[src/source/hist_config.svh]
`ifndef HIST_CONFIG_SVH
`define HIST_CONFIG_SVH

// Width of one input sample.
`define HIST_SAMPLE_WIDTH 16

// Bin address bits, taken from the low end of the sample.
`define HIST_ADDR_WIDTH 4

// Width of one bin count; counts saturate at all ones.
`define HIST_COUNT_WIDTH 8

`endif

[src/source/hist_pkg.sv]
`include "hist_config.svh"

package hist_pkg;

  // One sample from the input stream.
  typedef logic [`HIST_SAMPLE_WIDTH-1:0] sample_t;

  // One bin address.
  typedef logic [`HIST_ADDR_WIDTH-1:0] bin_t;

  // One bin count.
  typedef logic [`HIST_COUNT_WIDTH-1:0] count_t;

endpackage

[src/source/hist_bin_counter.sv]
`include "hist_config.svh"

module hist_bin_counter
(
  input  logic              aclk,
  input  logic              aresetn,
  input  logic              s_valid,
  input  hist_pkg::sample_t s_sample,
  output logic              s_ready,
  output hist_pkg::bin_t    a_addr,
  output hist_pkg::count_t  a_wdata,
  output logic              a_we,
  input  hist_pkg::count_t  a_rdata,
  output logic              clear_done
);

  typedef enum logic [1:0]
  {
    ST_CLEAR,
    ST_IDLE,
    ST_READ_WAIT,
    ST_WRITE
  } state_t;

  state_t           state_reg;
  state_t           state_next;
  hist_pkg::bin_t   clear_addr_reg;
  hist_pkg::bin_t   clear_addr_next;
  logic             clear_done_reg;
  logic             clear_done_next;
  logic             wr_en_reg;
  logic             wr_en_next;
  hist_pkg::bin_t   bin_reg;
  hist_pkg::count_t wdata_reg;
  logic             take;

  assign take = s_valid & s_ready;

  always_ff @(posedge aclk)
  begin
    if (!aresetn)
    begin
      state_reg      <= ST_CLEAR;
      clear_addr_reg <= '0;
      clear_done_reg <= 1'b0;
      wr_en_reg      <= 1'b0;
    end
    else
    begin
      state_reg      <= state_next;
      clear_addr_reg <= clear_addr_next;
      clear_done_reg <= clear_done_next;
      wr_en_reg      <= wr_en_next;
    end
  end

  // Bin of the sample in flight and the value to write back.
  always_ff @(posedge aclk)
  begin
    if (take)
    begin
      bin_reg <= s_sample[`HIST_ADDR_WIDTH-1:0];
    end
    if (state_reg == ST_READ_WAIT)
    begin
      wdata_reg <= a_rdata + 1'b1;
    end
  end

  always_comb
  begin
    state_next      = state_reg;
    clear_addr_next = clear_addr_reg;
    clear_done_next = clear_done_reg;
    wr_en_next      = wr_en_reg;
    case (state_reg)
      ST_CLEAR:
      begin
        clear_addr_next = clear_addr_reg + 1'b1;
        if (&clear_addr_reg)
        begin
          clear_done_next = 1'b1;
          state_next      = ST_IDLE;
        end
      end
      ST_IDLE:
      begin
        if (take)
        begin
          state_next = ST_READ_WAIT;
        end
      end
      ST_READ_WAIT:
      begin
        // A full bin keeps its value.
        wr_en_next = ~&a_rdata;
        state_next = ST_WRITE;
      end
      ST_WRITE:
      begin
        wr_en_next = 1'b0;
        state_next = ST_IDLE;
      end
      default:
      begin
        state_next = ST_CLEAR;
      end
    endcase
  end

  // Port A address follows the sample directly in idle so the read starts on accept.
  always_comb
  begin
    case (state_reg)
      ST_CLEAR: a_addr = clear_addr_reg;
      ST_IDLE:  a_addr = s_sample[`HIST_ADDR_WIDTH-1:0];
      default:  a_addr = bin_reg;
    endcase
  end

  assign a_we       = (state_reg == ST_CLEAR) | ((state_reg == ST_WRITE) & wr_en_reg);
  assign a_wdata    = (state_reg == ST_CLEAR) ? '0 : wdata_reg;
  assign s_ready    = (state_reg == ST_IDLE);
  assign clear_done = clear_done_reg;

  // A count write never wraps a full bin back to zero.
  a_no_wrap_on_write: assert property (
    @(posedge aclk) disable iff (!aresetn)
    (a_we && clear_done) |-> (a_wdata != '0)
  );

  a_no_ready_before_clear: assert property (
    @(posedge aclk) disable iff (!aresetn)
    !clear_done |-> !s_ready
  );

endmodule

[src/source/hist_dual_port_ram.sv]
`include "hist_config.svh"

module hist_dual_port_ram
(
  input  logic             aclk,
  input  hist_pkg::bin_t   a_addr,
  input  hist_pkg::count_t a_wdata,
  input  logic             a_we,
  output hist_pkg::count_t a_rdata,
  input  hist_pkg::bin_t   b_addr,
  output hist_pkg::count_t b_rdata
);

  localparam int DEPTH = 1 << `HIST_ADDR_WIDTH;

  hist_pkg::count_t mem [DEPTH];

  // Port A reads before it writes.
  always_ff @(posedge aclk)
  begin
    if (a_we)
    begin
      mem[a_addr] <= a_wdata;
    end
    a_rdata <= mem[a_addr];
  end

  // Port B is read only.
  always_ff @(posedge aclk)
  begin
    b_rdata <= mem[b_addr];
  end

endmodule

[src/source/hist_readout.sv]
`include "hist_config.svh"

module hist_readout
(
  input  logic             aclk,
  input  logic             aresetn,
  input  logic             clear_done,
  input  logic             rd_req_valid,
  input  hist_pkg::bin_t   rd_req_bin,
  output logic             rd_req_ready,
  output hist_pkg::bin_t   b_addr,
  input  hist_pkg::count_t b_rdata,
  output logic             rd_valid,
  output hist_pkg::bin_t   rd_bin,
  output hist_pkg::count_t rd_count,
  input  logic             rd_ready
);

  typedef enum logic [1:0]
  {
    ST_READY,
    ST_WAIT,
    ST_HOLD
  } state_t;

  state_t           state_reg;
  state_t           state_next;
  hist_pkg::bin_t   bin_reg;
  hist_pkg::count_t count_reg;
  logic             req_take;

  assign rd_req_ready = (state_reg == ST_READY) & clear_done;
  assign req_take     = rd_req_valid & rd_req_ready;

  always_ff @(posedge aclk)
  begin
    if (!aresetn)
    begin
      state_reg <= ST_READY;
    end
    else
    begin
      state_reg <= state_next;
    end
  end

  always_ff @(posedge aclk)
  begin
    if (req_take)
    begin
      bin_reg <= rd_req_bin;
    end
    if (state_reg == ST_WAIT)
    begin
      count_reg <= b_rdata;
    end
  end

  always_comb
  begin
    state_next = state_reg;
    case (state_reg)
      ST_READY:
      begin
        if (req_take)
        begin
          state_next = ST_WAIT;
        end
      end
      ST_WAIT:
      begin
        state_next = ST_HOLD;
      end
      ST_HOLD:
      begin
        if (rd_ready)
        begin
          state_next = ST_READY;
        end
      end
      default:
      begin
        state_next = ST_READY;
      end
    endcase
  end

  // Presenting the request bin straight away saves a cycle on the RAM read.
  assign b_addr   = (state_reg == ST_READY) ? rd_req_bin : bin_reg;
  assign rd_valid = (state_reg == ST_HOLD);
  assign rd_bin   = bin_reg;
  assign rd_count = count_reg;

  a_response_stable: assert property (
    @(posedge aclk) disable iff (!aresetn)
    (rd_valid && !rd_ready) |=> ($stable(rd_bin) && $stable(rd_count))
  );

endmodule

[src/source/hist_top.sv]
`include "hist_config.svh"

module hist_top
(
  input  logic              aclk,
  input  logic              aresetn,
  input  logic              s_valid,
  input  hist_pkg::sample_t s_sample,
  output logic              s_ready,
  input  logic              rd_req_valid,
  input  hist_pkg::bin_t    rd_req_bin,
  output logic              rd_req_ready,
  output logic              rd_valid,
  output hist_pkg::bin_t    rd_bin,
  output hist_pkg::count_t  rd_count,
  input  logic              rd_ready
);

  hist_pkg::bin_t   a_addr;
  hist_pkg::count_t a_wdata;
  logic             a_we;
  hist_pkg::count_t a_rdata;
  hist_pkg::bin_t   b_addr;
  hist_pkg::count_t b_rdata;
  logic             clear_done;

  hist_bin_counter u_counter
  (
    .aclk       (aclk),
    .aresetn    (aresetn),
    .s_valid    (s_valid),
    .s_sample   (s_sample),
    .s_ready    (s_ready),
    .a_addr     (a_addr),
    .a_wdata    (a_wdata),
    .a_we       (a_we),
    .a_rdata    (a_rdata),
    .clear_done (clear_done)
  );

  hist_dual_port_ram u_ram
  (
    .aclk    (aclk),
    .a_addr  (a_addr),
    .a_wdata (a_wdata),
    .a_we    (a_we),
    .a_rdata (a_rdata),
    .b_addr  (b_addr),
    .b_rdata (b_rdata)
  );

  // The readout stays closed until the clear pass has finished.
  hist_readout u_readout
  (
    .aclk         (aclk),
    .aresetn      (aresetn),
    .clear_done   (clear_done),
    .rd_req_valid (rd_req_valid),
    .rd_req_bin   (rd_req_bin),
    .rd_req_ready (rd_req_ready),
    .b_addr       (b_addr),
    .b_rdata      (b_rdata),
    .rd_valid     (rd_valid),
    .rd_bin       (rd_bin),
    .rd_count     (rd_count),
    .rd_ready     (rd_ready)
  );

endmodule

[config.mk]
export PLATFORM = sky130hd
export DESIGN_NAME = hist_top
export DESIGN_NICKNAME = d
export VERILOG_FILES = /design/src/source/hist_pkg.sv /design/src/source/hist_bin_counter.sv /design/src/source/hist_dual_port_ram.sv /design/src/source/hist_readout.sv /design/src/source/hist_top.sv
export VERILOG_INCLUDE_DIRS = /design/src /design/src/source
export SDC_FILE = /design/constraint.sdc
export NUM_CORES = 1
export LEC_CHECK = 0
export ABC_AREA = 1
export CELL_PAD_IN_SITES_DETAIL_PLACEMENT = 0
export CELL_PAD_IN_SITES_GLOBAL_PLACEMENT = 1
export CORE_MARGIN = 4
export CORE_UTILIZATION = 44
export CTS_CLUSTER_DIAMETER = 30
export DETAILED_ROUTE_END_ITERATION = 6
export DONT_BUFFER_PORTS = 1
export HOLD_SLACK_MARGIN = 0.1
export PLACE_DENSITY_LB_ADDON = 0.15
export SLEW_MARGIN = 40
export SYNTH_ARGS = -nofsm -noshare
export SYNTH_HDL_FRONTEND = slang
export SYNTH_HIERARCHICAL = 1
export SYNTH_SLANG_ARGS = --single-unit
[constraint.sdc]
create_clock -name aclk -period 2.27 [get_ports aclk]
set_input_delay 0.454 -clock aclk [delete_from_list [all_inputs] [get_ports aclk]]
set_output_delay 0.454 -clock aclk [all_outputs]
set_load 0.02 [all_outputs]
==> results.toml <==
[floorplanning]
rows = 52
initial_core_util_pct = 44.59
io_pins = 40
fp.dieArea_mm2 = 0.02279
core-area_mm2 = 0.02017
fp.dieW_um = 151.0
die_height_um = 151.0

[final_layout]
top_register = "u_ram/mem"
fin_nets = 1209
layout_commonest_cell = "nand2_1"
final_util_pct = 53.97
mostFrequentLayoutCells = "545 x nand2_1, 152 x edfxtp_1, 148 x inv_1"
syn_to_final_growth_pct = 21.03
largest_reg_flops = 128
layout.cells.non_filler = 1459
diodes = 0
drive_gt1_share_pct = 13.79
fin_area_mm2 = 0.01089

[yosys]
netlist_area_mm2 = 0.008994
synthesis.nets = 1152
synth_top_cell_by_area = "edfxtp_1"
ys_ff_latch = 178
syn_inst = 1119
netlist.area_leader.share_pct = 50.75
synth_cell_types = 26
ys_seq_area_share_pct = 56.54
ys_warn_count = 6
avgSynthCellArea_um2 = 8.037
synth.area.top_cells = "edfxtp_1 51%, nand2_1 23%, inv_1 6.4%, nand3_1 5.8%, dfxtp_1 5.8%"

[power]
total_leakage_power_nw = 5.089
ir_drop_mv = 0.6877
power.density_mw_per_mm2 = 1321

[timing]
worstMarginPinSlew_ns = 0.5134
finalSetupViolations = 0
whs_ns = 0.1191
finalHoldViolCount = 0
final-max-slew-violation-count = 0
fin_skew_ns = 0.008872
finalWorstPathRequiredPeriod_ns = 2.166
fmax_ghz = 0.4617
relSlewSlack_pct = 65.77
rsz0062_at_grt = "true"
period_share_pct = 95.41
finalSetupTns_ns = 0

[placement]
placed_cells = 1419
portBuffers = 0
hpwl_um = 16340
place_area_mm2 = 0.01015
place_congestion = 0.8262

[clock_network]
clk-insertion-delay-late_ns = 0.43
clock_path_buffers = 2
htreeDepth = 4
clockRootBuffer = "clkbuf_16"
cts_buffers = 17
cts_tree = "done"
clk_pin_slew_ns = 0.07
cts.sinks = 178

[grt]
overflow = 0
antenna_found_initial = 0
grt_max_degree = 65
track_usage_pct = 22.73
grt_pass1_vias = 6684
grt_pass1_wl_um = 37850

[worst_setup_path]
slowest_delay_ns = 0.32
path_max_fanout = 8
r2r_cells = 11
crit_type = "reg -> reg"
cp-start-kind = "register"
crit_arrival_ns = 2.32
crit_slowest_cell = "dfxtp_2"
required_ns = 2.42
path_cells = "inv_2 > buf_4 > ha_2 > buf_4 > nand2_2 > o21ai_4 > buf_8 > buf_12 > nand3_4 > nor2_4 > buf_12"
critical_path.endpoint_type = "register"

[detailed_routing]
vias_per_cell = 4.831
drtIter0Drc = 557
drt_wl_total_um = 24820
vias = 7049
drc = 0
postRouteAntennaNets = 0
wl_per_cell_um = 17.01
drtPass1Iterations = 5

[min_path]
min_path_cells = 0
hold_path_class = "in -> reg"

[flow_run]
maxCapViolCount = 0

[run_status]
outcome = "finished, final reports clean"
critical path: cells and delay by family (launching register included):
family	cells	cell delay, ns
compound gates	1	0.26
fa+ha+maj	1	0.19
buf+inv	6	0.74
flops	1	0.32
simple gates	3	0.38
logic make-up (layout without fill, tap and decap cells):
kind of cell	count (synthesis)	after routing	synth area share [%]
buffers and inverters	204	274	9.154
xor gates and xnor gates	3	3	0.2922
adders and majority gates	8	8	1.113
and+or+nand+nor	707	707	31.72
AOI/OAI and AO/OA	19	19	1.183
DFF	178	178	56.54
layout make-up:
type	count	area [um2]
well taps	270	337.8
multi-input cells	737	3306
clock buffers	20	436.7
inverters	157	595.6
clock inverters	12	156.4
flip-flops and latches	178	5087
fillers	1893	9284
repair buffers	85	965.9
synth_stat cells (all sizes together):
library cell and instances:
nand4 2, clkbuf 13, a22oi 2, a31oi 1, edfxtp 152, o21a 1
nand3b 2, xor2 3, inv 156, buf 34, nand3 109, clkinv 1
o21ai 7, ha 8, dfxtp 26, nor2 42, nand2 552, a21oi 7
o21bai 1
final timing paths:
kind                           from                    end  slack [ns]
max          u_counter/state_reg[1]        u_ram/mem[9][7]        0.10
min                   rd_req_bin[0]    u_readout/rd_bin[0]        0.12
min reg2reg        u_ram/b_rdata[4]  u_readout/rd_count[4]        0.40
max reg2reg  u_counter/state_reg[1]        u_ram/mem[9][7]        0.10
power by group:
part / total [mW] / internal [mW] / switching (mW)
logic: 6.50 / 2.35 / 4.15
clock network: 2.99 / 1.74 / 1.25
registers: 4.90 / 4.58 / 0.320
layer usage:
metal,share of wire [%],track usage [%]
met1,46,30.58
met2,48,38.00
met3,3.8,3.321
met4,2.1,7.298
met5,0,0
stage by stage:
| step | total power [mW] | setup slack, ns |
|---|---|---|
| final | 14.38 | 0.1042 |
| after global routing | 15.34 | -0.009433 |
| after CTS | 14.37 | 0.01687 |
| after detailed placement | 11.31 | -0.1027 |
| after global placement | 11.27 | -0.06414 |
| after floorplan | 8.637 | -0.03606 |
repair_timing:
item                                    CTS  global route
hold endpoints to repair                  1             4
pin swaps                                 1             4
resized for setup                         7            18
buffers inserted                          1             2
endpoints found under the setup margin  127           136
gates cloned                              0             0
hold buffers                              1             4
No activity file was read; power rests on OpenSTA's default activity.
